## src/source/data_io_pkg.sv

```systemverilog
// ****************************************
// command codes, widths and shared types
// for the io controller spi slave
// ****************************************
`default_nettype none

package data_io_pkg;

    // one byte on the link
    typedef logic [7:0] byte_t;

    // command codes, first byte of a frame
    localparam byte_t cmd_ack        = 8'h00;
    localparam byte_t cmd_data_rd    = 8'h10;
    localparam byte_t cmd_conf_rd    = 8'h14;
    localparam byte_t cmd_status     = 8'h15;
    localparam byte_t cmd_file_index = 8'h55;
    localparam byte_t cmd_conf_wr    = 8'h60;
    localparam byte_t cmd_dl_start   = 8'h61;
    localparam byte_t cmd_dl_end     = 8'h62;

    // reply to the acknowledge command, letter K
    localparam byte_t ack_byte = 8'h4b;

    localparam int dl_addr_w    = 25;
    localparam int conf_addr_w  = 10;
    localparam int conf_entries = 16;
    // width of the descending operand counter
    localparam int conf_idx_w   = $clog2(conf_entries);

    typedef logic [dl_addr_w-1:0] dl_addr_t;
    typedef logic [31:0]          status_t;
    typedef logic [6:0]           core_mod_t;
    // counts 0..15 then 8..15 repeatedly
    typedef logic [4:0]           bit_cnt_t;
    typedef byte_t [conf_entries-1:0] config_array_t;

endpackage

`default_nettype wire

```

## src/source/ioctl_wr_sync.sv

```systemverilog
// ****************************************
// rom clock synchronizer, edge detector
// and write strobe shaper
// ****************************************
`timescale 1ns/100ps
`default_nettype none

module ioctl_wr_sync
    import data_io_pkg::*;
(
    input  logic     clk_rom,
    input  logic     wr_level,
    input  dl_addr_t wr_addr,
    input  byte_t    wr_data,
    output logic     ioctl_wr,
    output dl_addr_t ioctl_addr,
    output byte_t    ioctl_dout
);

    // two stage synchronizer plus one flop for edge detection
    logic lvl_meta = 1'b0;
    logic lvl_sync = 1'b0;
    logic lvl_prev = 1'b0;
    logic lvl_rise;
    // load done, strobe goes out next cycle
    logic wr_pend  = 1'b0;
    logic wr_q     = 1'b0;

    assign lvl_rise = lvl_sync & ~lvl_prev;

    always_ff @(posedge clk_rom)
    begin
        lvl_meta <= wr_level;
        lvl_sync <= lvl_meta;
        lvl_prev <= lvl_sync;
        wr_pend  <= lvl_rise;
        wr_q     <= wr_pend;

        // spi side holds address and data long past this point
        if (lvl_rise)
        begin
            ioctl_addr <= wr_addr;
            ioctl_dout <= wr_data;
        end
    end

    assign ioctl_wr = wr_q;

    a_wr_single: assert property (@(posedge clk_rom) ioctl_wr |=> !ioctl_wr);

endmodule

`default_nettype wire

```

## config.mk

```make
export PLATFORM = sky130hd
export DESIGN_NAME = ioctl_wr_sync
export DESIGN_NICKNAME = d
export VERILOG_FILES = /design/src/source/data_io_pkg.sv /design/src/source/ioctl_wr_sync.sv
export SDC_FILE = /design/constraint.sdc
export NUM_CORES = 1
export LEC_CHECK = 0
export ABC_AREA = 1
export BUFFER_PORTS_ARGS = -buffer_cell sky130_fd_sc_hd__buf_2
export CORE_ASPECT_RATIO = 1.25
export CORE_MARGIN = 2
export CORE_UTILIZATION = 36
export CTS_CLUSTER_DIAMETER = 40
export DETAILED_ROUTE_END_ITERATION = 7
export GPL_ROUTABILITY_DRIVEN = 0
export PLACE_DENSITY = 0.72
export SYNTH_ARGS = -nofsm -noshare
export SYNTH_HDL_FRONTEND = slang
export SYNTH_SLANG_ARGS = --single-unit
export TNS_END_PERCENT = 20
```

## constraint.sdc

```tcl
create_clock -name clk_rom -period 1.7 [get_ports clk_rom]
set_input_delay 0.34 -clock clk_rom [delete_from_list [all_inputs] [get_ports clk_rom]]
set_output_delay 0.34 -clock clk_rom [all_outputs]
set_load 0.02 [all_outputs]
```

After elaboration in Yosys (flattened, before gate mapping). Index checks and enable logic that the tools add are counted.

Input port bits: 35. Output and inout port bits: 34. Word-level logic and storage cells: 9. Bits in registers: 38.

Bitwise gates (word level): 2.

Operators with widths (count): bitwise AND 1 bit (1); NOT 1 bit (1).

Depth between registers and ports, before layout.
Word-level depth: 2. Gate-level depth with buffers: 2. Depth with buffers taken out: 2.

Least setup slack after synthesis. No wires, ideal clock.

Path kind: reg-to-reg. From: reg lvl_sync. To: reg ioctl_addr[0] (enable). Data required time: 1.303 ns. Arrival: 1.220 ns. Stages on the path, launching flop included: 3. Period minus slack after synthesis: 1.618 ns. Setup time: 0.397 ns. Buffers on the path: 0. Setup slack: 0.082 ns. Cells stage by stage: dfxtp_1 inv_1 nor2_2.

Longest elaborated chain between the ends: 1.

Ends and longest elaborated chain: from (decl) (RTL line ioctl_wr_sync.sv:22) `logic lvl_sync = 1'b0;`; from (signal assigned) (RTL line ioctl_wr_sync.sv:34) `lvl_sync <= lvl_meta;`; bitwise AND 1 bit (RTL line ioctl_wr_sync.sv:29) `assign lvl_rise = lvl_sync & ~lvl_prev;`; via lvl_rise (RTL line ioctl_wr_sync.sv:24) `logic lvl_rise;`; to (signal assigned) (RTL line ioctl_wr_sync.sv:42) `ioctl_addr <= wr_addr;`; to (decl) (RTL line ioctl_wr_sync.sv:16) `output dl_addr_t ioctl_addr,`.

The timed path passes the listed nets, and every way through them passes these cells. A chain may end at the register's enable or synchronous reset.

Worst setup path after layout.
From: reg ioctl_addr[10]. To: out ioctl_addr[10].

No word-level cell between the ends.

==> results.md <==
* Endpoints failing setup at 0
* Synthesized area at 0.001101 sq mm
* DR vias/cell at 4.175
* Worst r2r src: lvl_sync
* Initial antenna violation count at 0
* Routed Antenna Nets at 0
* CTS tree: done
* Net count, final at 152
* CP Capture Point: ioctl_addr[10]
* Setup Fix Bufs, Post-CTS at 0
* Drt first pass iters at 3
* Clk_lat worst skew at 330 ps
* Synth unique cells at 4
* Global-route wire length before repair at 2739 um
* Post-Route WL at 1910 um
* Post_cts resized at 0
* Fin Setup TNS at 0 ps
* Critical Path Stages at 1
* Reg-to-reg setup timing slack at 670 ps
* Count of state elements after synthesis at 38
* Post-synthesis sequential area ratio at 99.09%
* Max-cap viol count at 0
* Met2 routed WL at 1107 um
* Share of layout cells above drive strength 1 at 64.41%
* Vias in the first global route at 630
* Cells after synthesis at 40
* Antenna diode count at 0
* FF/Latch Area at 0.001091 sq mm
* Filler Cell Count at 276
* Critical path class: flip-flop to output port
* GRT Overall Usage at 12.08%
* Met3 wire length at 139 um
* Slew margin rel. at 84.91%
* M1 WL at 587 um
* Largest net degree at the start of global routing at 20
* Clock Skew at 8.832 ps
* Status: finished, final reports clean
* Worst Tran Pin Value at 226.4 ps
* Worst r2r dst: ioctl_addr[1]
* Hold Worst Slack at 102.9 ps
* DR iter-0 viols at 15
* Slowest stage cell, crit path: edfxtp_1
* Inserted Clock Buffers at 5
* Die area at 0.003520 sq mm
* Minimum clock period at 1248 ps
* Layout area overhead at 40.80%
* RSZ-0062 raised after global routing: false
* H-tree levels at 2
* Row cnt at 22
* Crit path buf inv count at 1
* F_max at 0.8012 GHz
* Max-slew violations at 0
* Grt ovf at 0
* CP delay by family, top: flip-flops
* Worst reg2reg path depth at 3
* Port bufs at 68
* Arrival @ worst endpoint at 910 ps
* Sinks on Clock Net at 38
* IO Count at 69
* Startpoint Class: flip-flop
* Part of the cycle the worst path needs at 73.42%
* Post-Syn Nets at 75
* Cell Pwr Density at 1038 mW/mm^2
* Final Hold Fails at 0
* Req. time, crit path at 1360 ps
* Avg Inst Size Synth at 27.53 sq um
* CTS root buf: clkbuf_4
* Core area at 0.002918 sq mm
* Max Root-Sink Buffers at 2
* Hold Path Class: input port to flip-flop
* Synth warn at 0
* Crit path cell chain: buf_2
* VDD IR max at 0.6614 mV
* DIE HEIGHT at 65.83 um
* Leakage Power at 0.6641 nW
* Vias at 643
* Worst-path clk slew at 100 ps
* Crit. Startpoint: ioctl_addr[10]
* Top sig layer: met4
* Max Fanout on Critical Path at 1
* DR DRC count at 0
* CP Capture Type: output port
* Max stage delay on crit path at 400 ps
* Multi-input gate area at 6.256 sq um
* Hold depth at 1
* Post-cts hold buffer count at 0
* Initial Util at 37.74%
* Die X at 53.47 um
* Wire length per cell at 12.40 um
## synthesized netlist by cell type (all sizes together)
library cell,number,area (sq um)
inv,1,3.750
nor2,1,6.260
edfxtp,33,991.0
dfxtp,5,100.1
## worst min-delay path by stage
stage | startpoint | end | slack (ps)
3_5_place_dp | wr_pend | ioctl_wr | 310
2_1_floorplan | wr_pend | ioctl_wr | 310
3_3_place_gp | wr_pend | ioctl_wr | 310
5_1_grt | wr_level | lvl_meta | 90
4_1_cts | wr_level | lvl_meta | 90
6_report | wr_level | lvl_meta | 100
## stage by stage
step	util, %	instances	setup slack [ps]	total power, mW	instance area, sq um
finish	53.13	154	451.9	1.609	1550
global route	53.13	154	404.6	1.682	1550
CTS	53.13	154	424.7	1.632	1550
detailed placement	51.46	146	677.8	1.221	1501
global placement	51.46	146	694.9	1.215	1501
floorplan	-	40	82.49	1.146	1101
## routing by layer
metal | track usage (%) | vias to the layer above
li1 | - | 308
met1 | 11.58 | 294
met2 | 20.22 | 34
met3 | 2.715 | 7
met4 | 11.54 | 0
met5 | 0 | -
## report_power, final
group / switching [mW] / internal [mW]
Clock: 0.249 / 0.165
Combinational: 0.0776 / 0.0517
Sequential: 0.00881 / 1.06
Total: 0.335 / 1.27
## kinds of logic after synthesis
kind of cell / after synthesis / synth area share (%)
buf+inv: 1 / 0.3406
flops: 38 / 99.09
simple gates: 1 / 0.5685
## placed cells by master, fill, tap and decap left out
cell / instances
buf_2: 68
buf_4: 2
clkbuf_1: 3
clkbuf_4: 5
dfxtp_1: 5
edfxtp_1: 33
inv_1: 1
nor2_2: 1
## worst register-to-register path, stage by stage (launching register included)
cell and delay [ps]:
dfxtp_1 330, inv_1 50, nor2_2 80, buf_4 260
## sequential cells by signal, summed over array words and instances, names as in the netlist
register	flops
ioctl_addr	25
ioctl_dout	8
ioctl_wr	1
lvl_meta	1
lvl_prev	1
lvl_sync	1
wr_pend	1
## layout make-up
class                      instances  area share, %
tap                               36          2.906
timing repair buffer              70          22.92
multi-input combinational          1         0.4036
sequential                        38          70.38
inverter                           1         0.2421
clock buffer                       8          3.148
Note: power is estimated with default switching activity, not from simulation.
