### src/source/data_io_pkg.sv
// ****************************************
// command codes, widths and shared types
// for the io controller spi slave
// ****************************************
`default_nettype none

package data_io_pkg;

    // one byte on the link
    typedef logic [7:0] byte_t;

    // command codes, first byte of a frame
    localparam byte_t cmd_ack        = 8'h00;
    localparam byte_t cmd_data_rd    = 8'h10;
    localparam byte_t cmd_conf_rd    = 8'h14;
    localparam byte_t cmd_status     = 8'h15;
    localparam byte_t cmd_file_index = 8'h55;
    localparam byte_t cmd_conf_wr    = 8'h60;
    localparam byte_t cmd_dl_start   = 8'h61;
    localparam byte_t cmd_dl_end     = 8'h62;

    // reply to the acknowledge command, letter K
    localparam byte_t ack_byte = 8'h4b;

    localparam int dl_addr_w    = 25;
    localparam int conf_addr_w  = 10;
    localparam int conf_entries = 16;
    // width of the descending operand counter
    localparam int conf_idx_w   = $clog2(conf_entries);

    typedef logic [dl_addr_w-1:0] dl_addr_t;
    typedef logic [31:0]          status_t;
    typedef logic [6:0]           core_mod_t;
    // counts 0..15 then 8..15 repeatedly
    typedef logic [4:0]           bit_cnt_t;
    typedef byte_t [conf_entries-1:0] config_array_t;

endpackage

`default_nettype wire

### src/source/dl_write_if.sv
// ****************************************
// download events from the command
// receiver to the address buffer
// ****************************************
`timescale 1ns/100ps
`default_nettype none

interface dl_write_if
    import data_io_pkg::*;
();
    // one spi clock when command 0x61 is decoded
    logic  dl_start   = 1'b0;
    // one spi clock per configuration operand byte
    logic  addr_clear = 1'b0;
    // one spi clock per pumped download byte
    logic  byte_valid = 1'b0;
    // the pumped byte held until the next one
    byte_t pump_byte;

    modport rx (
        output dl_start,
        output addr_clear,
        output byte_valid,
        output pump_byte
    );

    // address buffer side
    modport buff (
        input dl_start,
        input addr_clear,
        input byte_valid,
        input pump_byte
    );

endinterface

`default_nettype wire

### src/source/spi_cmd_rx.sv
// ****************************************
// spi rising edge shifter, command decoder
// and operand registers
// ****************************************
`timescale 1ns/100ps
`default_nettype none

module spi_cmd_rx
    import data_io_pkg::*;
(
    input  logic          SPI_SCK,
    input  logic          SPI_SS2,
    input  logic          SPI_DI,
    output byte_t         cmd,
    output bit_cnt_t      bit_cnt,
    output status_t       status,
    output core_mod_t     core_mod,
    output config_array_t config_buffer,
    output byte_t         ioctl_index,
    output logic          ioctl_download,
    dl_write_if.rx        dl
);

    // seven bits are shifted in, the eighth is taken straight from SPI_DI
    logic [6:0]            sbuf;
    byte_t                 rx_byte;
    logic                  cmd_done;
    logic                  op_done;
    // selects the target of each operand byte, counts down from 15
    logic [conf_idx_w-1:0] conf_idx;

    // these survive the end of a frame
    status_t       status_r   = '0;
    core_mod_t     core_mod_r = '0;
    config_array_t conf_r     = '0;
    logic          dl_flag    = 1'b0;

    assign rx_byte  = {sbuf, SPI_DI};
    // 8th rising edge after select
    assign cmd_done = (bit_cnt == 5'd7);
    // every later 8th edge
    assign op_done  = (bit_cnt == 5'd15);

    // frame control, cleared while deselected
    always_ff @(posedge SPI_SCK or posedge SPI_SS2)
    begin
        if (SPI_SS2)
        begin
            bit_cnt     <= '0;
            cmd         <= '0;
            conf_idx    <= '1;
            ioctl_index <= '0;
        end
        else
        begin
            // 0..15 for command and first operand, then 8..15 per byte
            if (bit_cnt < 5'd15)
                bit_cnt <= bit_cnt + 5'd1;
            else
                bit_cnt <= 5'd8;

            if (cmd_done)
                cmd <= rx_byte;

            // next operand goes one entry lower
            if (op_done && ((cmd == cmd_status) || (cmd == cmd_conf_wr)))
                conf_idx <= conf_idx - 1'b1;

            if (op_done && (cmd == cmd_file_index))
                ioctl_index <= rx_byte;
        end
    end

    // shifter, operand storage and download events
    always_ff @(posedge SPI_SCK)
    begin
        sbuf <= {sbuf[5:0], SPI_DI};

        // event strobes, self clearing after one spi clock
        dl.dl_start   <= cmd_done && (rx_byte == cmd_dl_start);
        dl.addr_clear <= op_done && (cmd == cmd_conf_wr);
        dl.byte_valid <= op_done && (cmd == cmd_dl_start);

        if (op_done && (cmd == cmd_dl_start))
            dl.pump_byte <= rx_byte;

        // download flag spans frames until 0x62
        if (cmd_done && (rx_byte == cmd_dl_start))
            dl_flag <= 1'b1;
        else if (cmd_done && (rx_byte == cmd_dl_end))
            dl_flag <= 1'b0;

        // status word msb first, then the variant byte
        if (op_done && (cmd == cmd_status))
        begin
            case (conf_idx)
                4'd15: status_r[31:24] <= rx_byte;
                4'd14: status_r[23:16] <= rx_byte;
                4'd13: status_r[15:8]  <= rx_byte;
                4'd12: status_r[7:0]   <= rx_byte;
                4'd11: core_mod_r      <= rx_byte[6:0];
                default: ;
            endcase
        end

        if (op_done && (cmd == cmd_conf_wr))
            conf_r[conf_idx] <= rx_byte;
    end

    assign status         = status_r;
    assign core_mod       = core_mod_r;
    assign config_buffer  = conf_r;
    assign ioctl_download = dl_flag;

    // counter wraps back to 8, never past 15
    a_bit_cnt_range: assert property (@(posedge SPI_SCK) bit_cnt <= 5'd15);

    // a pumped byte only inside an open download
    a_pump_in_dl: assert property (@(posedge SPI_SCK) dl.byte_valid |-> ioctl_download);

endmodule

`default_nettype wire

### src/flat_wrapper.sv
// flat-port wrapper written by rule: the top's interface ports become plain ports
module spi_cmd_rx_flat import data_io_pkg::*;
  (SPI_SCK, SPI_SS2, SPI_DI, cmd, bit_cnt, status, core_mod, config_buffer, ioctl_index, ioctl_download, dl_dl_start, dl_addr_clear, dl_byte_valid, dl_pump_byte);
  dl_write_if dl_i ();
  input  logic SPI_SCK;
  input  logic SPI_SS2;
  input  logic SPI_DI;
  output byte_t cmd;
  output bit_cnt_t bit_cnt;
  output status_t status;
  output core_mod_t core_mod;
  output config_array_t config_buffer;
  output byte_t ioctl_index;
  output logic ioctl_download;
  output wire logic [$bits(dl_i.dl_start)-1:0] dl_dl_start;
  output wire logic [$bits(dl_i.addr_clear)-1:0] dl_addr_clear;
  output wire logic [$bits(dl_i.byte_valid)-1:0] dl_byte_valid;
  output wire logic [$bits(dl_i.pump_byte)-1:0] dl_pump_byte;
  assign dl_dl_start = dl_i.dl_start;
  assign dl_addr_clear = dl_i.addr_clear;
  assign dl_byte_valid = dl_i.byte_valid;
  assign dl_pump_byte = dl_i.pump_byte;
  spi_cmd_rx u_core (.SPI_SCK(SPI_SCK), .SPI_SS2(SPI_SS2), .SPI_DI(SPI_DI), .cmd(cmd), .bit_cnt(bit_cnt), .status(status), .core_mod(core_mod), .config_buffer(config_buffer), .ioctl_index(ioctl_index), .ioctl_download(ioctl_download), .dl(dl_i));
endmodule
### config.mk
export PLATFORM = sky130hd
export DESIGN_NAME = spi_cmd_rx_flat
export DESIGN_NICKNAME = d
export VERILOG_FILES = /design/src/source/data_io_pkg.sv /design/src/source/dl_write_if.sv /design/src/source/spi_cmd_rx.sv /design/src/flat_wrapper.sv
export SDC_FILE = /design/constraint.sdc
export NUM_CORES = 1
export LEC_CHECK = 0
export BUFFER_PORTS_ARGS = -buffer_cell sky130_fd_sc_hd__buf_2
export CORE_ASPECT_RATIO = 0.75
export CORE_MARGIN = 4
export CORE_UTILIZATION = 40
export DETAILED_ROUTE_END_ITERATION = 7
export GPL_ROUTABILITY_DRIVEN = 0
export GPL_TIMING_DRIVEN = 0
export PLACE_DENSITY = 0.6
export SLEW_MARGIN = 20
export SYNTH_ARGS = -nofsm -noshare
export SYNTH_HDL_FRONTEND = slang
export SYNTH_SLANG_ARGS = --single-unit
### constraint.sdc
create_clock -name SPI_SCK -period 3.5 [get_ports SPI_SCK]
set_clock_uncertainty 0.05 [all_clocks]
set_input_delay 0.7 -clock SPI_SCK [delete_from_list [all_inputs] [get_ports SPI_SCK]]
set_output_delay 0.7 -clock SPI_SCK [all_outputs]
set_load 0.1 [all_outputs]
Yosys cells after proc, flatten, opt, wreduce, memory -nomap -nowiden. Index checks and enable logic that the tools add are counted.

Bits in registers: 211. Output and inout bits: 200. Input port bits: 3. Word-level logic and storage cells: 67.

Reductions and logical operators: 14. Magnitude comparators: 3. Equality and inequality tests: 13. Add/subtract/negate cells: 2. Multiplexer cells: 4.

Operators with widths (number): 128-bit bitwise mux (1); 8-bit by 7-bit equality test with 1-bit output (second input constant) (5); 8-bit demux with 4-bit select (1); 4-bit equality test (second input constant) (5); 2-bit AND reduction (5); 8-bit by 5-bit equality test with 1-bit output (second input constant) (1); 1-bit logical AND (8); 8-bit 2-to-1 mux (1); 5-bit by 1-bit adder with 5-bit output (second input constant) (1); 5-bit by 3-bit equality test with 1-bit output (second input constant) (1); 5-bit by 4-bit equality test with 1-bit output (second input constant) (1); 4-bit by 5-bit < comparator with 1-bit output (second input constant) (1); 5-bit by 4-bit < comparator with 1-bit output (second input constant) (1); 5-bit 2-to-1 mux (1); 4-bit by 1-bit greater-or-equal comparator with 1-bit output (second input constant) (1); 4-bit by 1-bit subtractor with 4-bit output (second input constant) (1); 1-bit logical OR (1).

Longest topological paths before layout. Gate-level depths: netlist of run 1.

Word-level depth: 5. Mapped depth: 8.

Worst setup path after synthesis of run 1. No wires, ideal clock.

Kind: register to register. Start point: register u_core.bit_cnt[0]. End point: register u_core.conf_r, in the netlist u_core.config_buffer[0], enable pin. Setup slack: -0.011 ns. Setup time: 0.370 ns. Period minus slack after synthesis: 3.511 ns. Required time: 3.080 ns. Arrival: 3.091 ns. Stages on the path, launching flop included: 9. Path through: dfrtp_1 ha_1 and3_1 ha_1 or4b_4 or2_1 or3_1 buf_2 nor2_1.

Word-level cells in the longest chain between the ends: 2.

Ends and longest elaborated chain: start, declared (RTL line spi_cmd_rx.sv:15) `output bit_cnt_t bit_cnt,`; start signal, assigned (RTL line spi_cmd_rx.sv:58) `bit_cnt <= bit_cnt + 5'd1;`; 5-bit by 4-bit equality test with 1-bit output (RTL line spi_cmd_rx.sv:42) `assign op_done = (bit_cnt == 5'd15);`; 1-bit logical AND (RTL line spi_cmd_rx.sv:106) `if (op_done && (cmd == cmd_conf_wr))`; end signal, assigned by index (RTL line spi_cmd_rx.sv:107) `conf_r[conf_idx] <= rx_byte;`; end, declared (RTL line spi_cmd_rx.sv:35) `config_array_t conf_r = '0;`.

Every way passes these cells. A chain may end at the register's enable or synchronous reset.

Worst setup path after layout of run 1.
Start point: register u_core.bit_cnt[0]. End point: register u_core.conf_r, in the netlist u_core.config_buffer[62], enable pin.

The elaborated chain is that of the path after synthesis.

==> results of run 1 <==
layer usage:
layer	global-route usage	routed length, um	up-vias
met3	0.06248	1513	22
li1	-	-	1640
met5	0	0	-
met2	0.2420	6799	163
met1	0.2238	7145	1827
met4	0.03144	244	0
critical path, cell delays in order, from the launching register on:
cell and delay (ps):
dfrtp_2 400, ha_1 190, and3_1 160, ha_1 160, or4b_4 500, or2_1 250
or3_1 330, buf_2 190, nor2_1 540
cells by family after synthesis:
family                   Yosys count  share of synthesized area
flip-flops                       211                     0.8941
buffers and inverters              9                   0.005130
multiplexers                      19                    0.03096
XOR/XNOR                           3                   0.003848
AND/OR/NAND/NOR                   61                    0.05002
adder cells (fa/ha/maj)            7                    0.01282
AO/OA/AOI/OAI                      3                   0.003115
cells in the final DEF (no fill, tap or decap), types with 2 or more instances in the layout:
master,count
dfxtp_2,7
dfxtp_1,4
buf_2,203
mux2i_1,2
ha_1,7
nand3b_1,3
and2_1,2
nor3b_2,2
dfstp_2,4
clkinv_1,4
inv_1,4
bufinv_16,3
mux2_2,17
nand2b_1,4
nor3_1,3
dfrtp_1,19
xnor2_1,3
clkbuf_16,21
dfrtp_2,2
edfxtp_1,175
nand2_1,8
nand3_1,3
clkbuf_1,11
nor2_1,22
nor4b_1,2
flip-flops by register name, summed over array words and instances (netlist names):
| name | flops |
|---|---|
| u_core.conf_idx | 4 |
| u_core.ioctl_download | 1 |
| u_core.status | 32 |
| u_core.cmd | 8 |
| u_core.dl.pump_byte | 8 |
| u_core.dl.dl_start | 1 |
| u_core.dl.addr_clear | 1 |
| u_core.core_mod | 7 |
| u_core.ioctl_index | 8 |
| u_core.dl.byte_valid | 1 |
| u_core.bit_cnt | 5 |
| u_core.sbuf | 7 |
| u_core.config_buffer | 128 |
power groups by stage:
stage,registers (W),clock network (W),logic [W]
final,0.00278,0.00218,0.0000869
after global routing,0.00279,0.00236,0.0000925
after CTS,0.00278,0.00224,0.0000882
after detailed placement,0.00284,0,0.0000879
after floorplan,0.00285,0,0.0000209
after global placement,0.00284,0,0.0000870
per-stage QoR:
step,utilization,total power (W),cell area (um^2)
floorplan,-,0.002873,6832
global placement,0.4836,0.002923,8112
detailed placement,0.4849,0.002925,8134
CTS,0.5246,0.005113,8800
global route,0.5247,0.005235,8802
finish,0.5247,0.005052,8802
layout make-up:
class                      count  area (um^2)  share of cell area
buffer                         4        16.27            0.001848
clock inverter                 7        110.1             0.01251
timing repair buffer         202         1011              0.1149
multi-input combinational     93        704.4             0.08003
tap                          215        269.0             0.03056
sequential                   211         6117              0.6950
clock buffer                  29        555.5             0.06311
inverter                       5        18.77            0.002132
path summary, 6_finish.rpt:
path                                    from                        to  slack, ps  depth (start not counted)
min in group SPI_SCK       u_core.bit_cnt[0]         u_core.bit_cnt[0]        430                          1
max in group asynchronous            SPI_SS2         u_core.bit_cnt[1]       2690                          2
setup / recovery           u_core.bit_cnt[0]  u_core.config_buffer[62]        350                          8
hold / removal                       SPI_SS2             u_core.cmd[3]        250                          2
hold reg to reg            u_core.bit_cnt[0]         u_core.bit_cnt[0]        430                          1
setup reg to reg           u_core.bit_cnt[0]  u_core.config_buffer[62]        350                          8
==> metrics.md, run 1 <==
| Metric | Value |
|---|---|
| WHS | 249.0 ps |
| Total Wirelength | 15.70 mm |
| Worst EP required | 3550 ps |
| Hold WC Path Type | in -> async |
| Clk network pwr share | 0.432 |
| Most used flip-flop cell after synthesis | edfxtp_1 |
| Post-Synthesis Mean Instance Area | 21.82 um^2 |
| CP Launch Type | flop |
| Area contributors post-synth | edfxtp_1, dfrtp_1, dfxtp_1 |
| Final net count | 548 |
| Worst slack, placed | 333.5 ps |
| Cells after Synth | 313 |
| DPL Wire Length | 9.947 mm |
| Setup-failing EPs final | 0 |
| Relative slew slack | 0.2954 |
| Sum Neg Setup Slack | 0 ps |
| Internal Power | 0.004078 W |
| Combinational power share | 0.017 |
| Initial drt markers | 196 |
| Deepest clock path buffer count | 3 |
| Postcts setup bufs | 0 |
| EDFF count, synth | 175 |
| Placement row count | 41 |
| Drt drc | 0 |
| Top Ports | 203 |
| Number of max-cap violations | 0 |
| Switching pwr | 0.0009742 W |
| Most numerous cell in the Yosys netlist | edfxtp_1 |
| Seq pwr share | 0.551 |
| Largest net degree at the start of global routing | 28 |
| Synth unique cells | 34 |
| Tot GR Track Use | 0.1600 |
| Die Footprint | 19250 um^2 |
| Initial Util | 0.4071 |
| # fillers | 1385 |
| Via density per instance | 4.768 |
| I/O Buffers | 202 |
| FF+latch count, synth | 211 |
| Post-CTS sizing | 0 |
| Post-synth top cells | edfxtp_1, nor2_1, dfrtp_1 |
| Lkg Pwr | 3.340 nW |
| Routed len/inst | 20.50 um |
| Clock sink count | 211 |
| Pwr dens | 573.9 nW/um^2 |
| GRT overflow | 0 |
| Routed Antenna Nets | 0 |
| Worst-path maximum fanout | 8 |
| Warnings, synthesis | 0 |
| Shortest period the worst path allows | 3148 ps |
| Peak supply drop | 322.5 uV |
| RSZ-0062 raised after global routing | false |
| Actual slew at the worst max-slew pin | 1049 ps |
| First-pass GRT wire length | 23.55 mm |
| CTS tree | built |
| Antenna cells | 0 |
| Sequential share of the synthesized area | 0.8941 |
| Status | finished, final reports clean |
| Net Sw Frac | 0.1928 |
| Fraction of layout instances using a drive strength above 1 | 0.4773 |
| Area share of the largest cell type after synthesis | 0.7695 |
| Root Driver | clkbuf_16 |
| Placed Cells | 730 |
| Share of the clock period used by the worst path | 0.8995 |
| H-Tree Depth | 1 |
| Syn nets | 323 |
| Latest clock arrival within the worst-skew pair | 480 ps |
| Core area | 16770 um^2 |
| Final worst slack | 351.9 ps |
| TritonRoute pass-1 iters | 4 |
| Arrival time at the worst endpoint | 3200 ps |
| Horiz. Die Dim | 158.9 um |
| Vias in the first global route | 3761 |
| Die Y | 121.2 um |
| CP Class | reg -> reg |
| Initial antenna violation count | 0 |
| Fin. max-slew vios | 0 |
| Cell accounting for the most synthesized area | edfxtp_1 |
| CP Capture Type | flop |
| TritonCTS buffer count | 21 |
| Final number of hold-violating endpoints | 0 |
| CTS clk-pin slew, worst paths | 60 ps |
| Final std cells w/o fill | 766 |
| FMAX | 317.7 MHz |
| Synthesized area | 6829 um^2 |
| Async set-reset flop share out of synthesis | 0.1185 |
| Via count | 3652 |
| Syn-to-layout area delta | 28.89% |
| Hold Buf Count CTS | 0 |
Power figures use the tool's default switching activity.
==> run 2: changes to the inputs <==
--- a/config.mk
+++ b/config.mk
@@ -8,11 +8,11 @@
 export BUFFER_PORTS_ARGS = -buffer_cell sky130_fd_sc_hd__buf_2
 export CORE_ASPECT_RATIO = 0.75
 export CORE_MARGIN = 4
-export CORE_UTILIZATION = 40
+export CORE_UTILIZATION = 45
 export DETAILED_ROUTE_END_ITERATION = 7
 export GPL_ROUTABILITY_DRIVEN = 0
 export GPL_TIMING_DRIVEN = 0
-export PLACE_DENSITY = 0.6
+export PLACE_DENSITY = 0.67
 export SLEW_MARGIN = 20
 export SYNTH_ARGS = -nofsm -noshare
 export SYNTH_HDL_FRONTEND = slang
==> constraint.sdc (replaced) <==
create_clock -name SPI_SCK -period 3.5 [get_ports SPI_SCK]
set_clock_uncertainty 0.05 [all_clocks]
set_input_delay 0.35 -clock SPI_SCK [delete_from_list [all_inputs] [get_ports SPI_SCK]]
set_output_delay 0.35 -clock SPI_SCK [all_outputs]
set_load 0.1 [all_outputs]
==> run 2 against run 1 <==
  * Maximum frequency is 0.87% higher
  * Register-to-register slack better by 30 ps
  * Routed wire length is 2.8% lower
  * Global-route usage is 1.5 points higher
  * Sequential share of layout area is 0.27 points higher
  * Cell area is 0.38% lower
  * Non-clock buffer count is 2 higher
  * Count of clock-buffer cells in the layout is 3 lower
  * First-iteration DRC count is 26% higher
==> metrics.md, run 2 (synthesis results as in run 1) <==
| Metric | Value |
|---|---|
| Status | finished, final reports clean |
| Peak supply drop | 283.0 uV (-12%) |
| Delay-heaviest family, CP | simple AND/OR/NAND/NOR gates |
| Die Y | 114.7 um (-5.3%) |
| DRT met1 WL | 6.746 mm (-5.6%) |
| RSZ-0062 raised after global routing | false |
| Max Used Layer | met4 |
| Core area | 14640 um^2 (-13%) |
| Placed Area | 8110 um^2 (-0.29%) |
| Deepest clock path buffer count | 3 (unchanged) |
| Drt drc | 0 (unchanged) |
| Most common cell after layout, fill and taps aside | buf_2 |
| Setup-failing EPs final | 0 (unchanged) |
| Worst setup path startpoint | u_core.bit_cnt[0] |
| GRT overflow | 0 (unchanged) |
| Hold WC Path Type | in -> reg |
| Pwr dens | 563.7 nW/um^2 (-1.8%) |
| CTS tree | built |
| Horiz. Die Dim | 150.2 um (-5.4%) |
| Share of the clock period used by the worst path | 0.8917 (-0.007766) |
| Via density per instance | 4.811 (+0.92%) |
| Worst R2R Path Depth | 8 (unchanged) |
| First-pass GRT wire length | 22.54 mm (-4.3%) |
| Post-CTS sizing | 0 (unchanged) |
| Final std cells w/o fill | 753 (-1.7%) |
| Largest net degree at the start of global routing | 28 (unchanged) |
| Fin. max-slew vios | 0 (unchanged) |
| Worst EP required | 3580 ps (+30 ps) |
| Initial drt markers | 246 (+26%) |
| TritonRoute pass-1 iters | 4 (unchanged) |
| CTS clk-pin slew, worst paths | 60 ps (about the same) |
| Number of max-cap violations | 0 (unchanged) |
| Final net count | 549 (+0.18%) |
| Hold Buf Count CTS | 0 (unchanged) |
| WL met2 | 6.926 mm (+1.9%) |
| Final number of hold-violating endpoints | 0 (unchanged) |
| Tot GR Track Use | 0.1752 (+0.01512) |
| Sum Neg Setup Slack | 0 ps (unchanged) |
| Actual slew at the worst max-slew pin | 930.9 ps (-117.8 ps) |
| Top Ports | 203 (unchanged) |
| Met3 Routed Length | 1.305 mm (-14%) |
| Latest clock arrival within the worst-skew pair | 490 ps (about the same) |
| Design area | 8768 um^2 (-0.38%) |
| Placement row count | 38 (-7.3%) |
| FMAX | 320.4 MHz (+0.87%) |
| H-Tree Depth | 1 (unchanged) |
| Most frequent cells in the layout | buf_2, edfxtp_1, nor2_1 |
| Hold EP | u_core.sbuf[0] |
| Vias in the first global route | 3671 (-2.4%) |
| Worst-path maximum fanout | 8 (unchanged) |
| Initial antenna violation count | 0 (unchanged) |
| Fraction of layout instances using a drive strength above 1 | 0.4828 (+0.005507) |
| Antenna cells | 0 (unchanged) |
| R2R Path End | u_core.config_buffer[14] |
| Die Footprint | 17230 um^2 (-10%) |
| CP Class | reg -> reg |
| I/O Buffers | 202 (unchanged) |
| DPL Wire Length | 9.680 mm (-2.7%) |
| Crit path top cell by count | ha_1 |
| Lkg Pwr | 3.343 nW (+0.11%) |
| Clock sink count | 211 (unchanged) |
| Routed Antenna Nets | 0 (unchanged) |
| Largest register FFs | 128 (unchanged) |
| CP cell instances | ha_1 -> and3_1 -> ha_1 -> or4b_4 -> or2_1 -> or3_1 -> buf_2 -> nor2_1 |
| Arrival time at the worst endpoint | 3200 ps (about the same) |
| Via count | 3623 (-0.79%) |
| Total Wirelength | 15.27 mm (-2.8%) |
| CP max-delay cell | nor2_1 |
| CP Capture Type | flop |
| Routed len/inst | 20.27 um (-1.1%) |
| TritonCTS buffer count | 20 (-4.8%) |
| CP Launch Type | flop |
| Syn-to-layout area delta | 28.40% |
| Shortest period the worst path allows | 3121 ps (-27.18 ps) |
| Postcts setup bufs | 0 (unchanged) |
| R2r startpoint | u_core.bit_cnt[0] |
| Slowest stage delay, CP | 550 ps (about the same) |
| Hold Path Depth | 1 |
| R2R setup slack | 380 ps (+30 ps) |
| Root Driver | clkbuf_16 |
| WHS | 276.5 ps (+27.57 ps) |
| Relative slew slack | 0.3755 (+0.08008) |
| Initial Util | 0.4663 (+0.05924) |
| Placed Cells | 716 (-1.9%) |
| Buf/Inv on CP | 1 (unchanged) |
| Min-delay src | SPI_DI |
run 2: cell types whose count changed in the layout (fill, tap and decap cells not counted):
cell / change
buf_2: +1
bufinv_16: -1
clkbuf_1: -2
clkbuf_16: -1
clkinv_2: +4
clkinv_8: +1
dlygate4sd3_1: +1
inv_6: -1
nor3_1: -1
nor3_2: +1
run 2: stage by stage:
| step | util | setup WS (ps) | power, W |
|---|---|---|---|
| after floorplan | - | 180.2 | 0.002873 |
| after global placement | 0.5526 | 157.6 | 0.002922 |
| after global routing | 0.5988 | 184.2 | 0.005113 |
| after CTS | 0.5969 | 355.2 | 0.004983 |
| after detailed placement | 0.5538 | 369.1 | 0.002924 |
| final | 0.5988 | 379.1 | 0.004943 |
run 2: area by class of cell:
| cell class | count | area, um^2 |
|---|---|---|
| fillers | 1121 | 5876 |
| clock inverters | 10 | 107.6 |
| repair buffers | 204 | 1026 |
| multi-input cells | 93 | 709.4 |
| well taps | 200 | 250.2 |
| clock buffers | 26 | 523.0 |
| plain buffers | 4 | 16.27 |
| inverters | 5 | 18.77 |
| flip-flops and latches | 211 | 6117 |
run 2: worst register-to-register path, cell delays in order (launching register included):
cell and delay (ps):
dfrtp_2 400, ha_1 190, and3_1 160, ha_1 150, or4b_4 490, or2_1 250, or3_1 340, buf_2 180
nor2_1 550
run 2: power by group:
part / switching, W / leakage, nW / internal, W
sequential: 0.0000495 / 1.97 / 0.00273
combinational: 0.0000711 / 1.07 / 0.0000167
clock: 0.000865 / 0.309 / 0.00121
run 2: routing by layer:
metal / global-route usage / up-vias
li1: - / 1649
met1: 0.2509 / 1791
met2: 0.2744 / 160
met3: 0.04630 / 23
met4: 0.03717 / 0
met5: 0 / -
run 2: how the worst max path moves through the flow:
stage	endpoint	slack, ps	cells past startpoint
finish	u_core.config_buffer[14]	380	8
global route	u_core.config_buffer[14]	180	8
detailed placement	u_core.config_buffer[14]	370	8
global placement	u_core.status[22]	160	5
CTS	u_core.config_buffer[83]	360	7
floorplan	u_core.config_buffer[0]	180	7
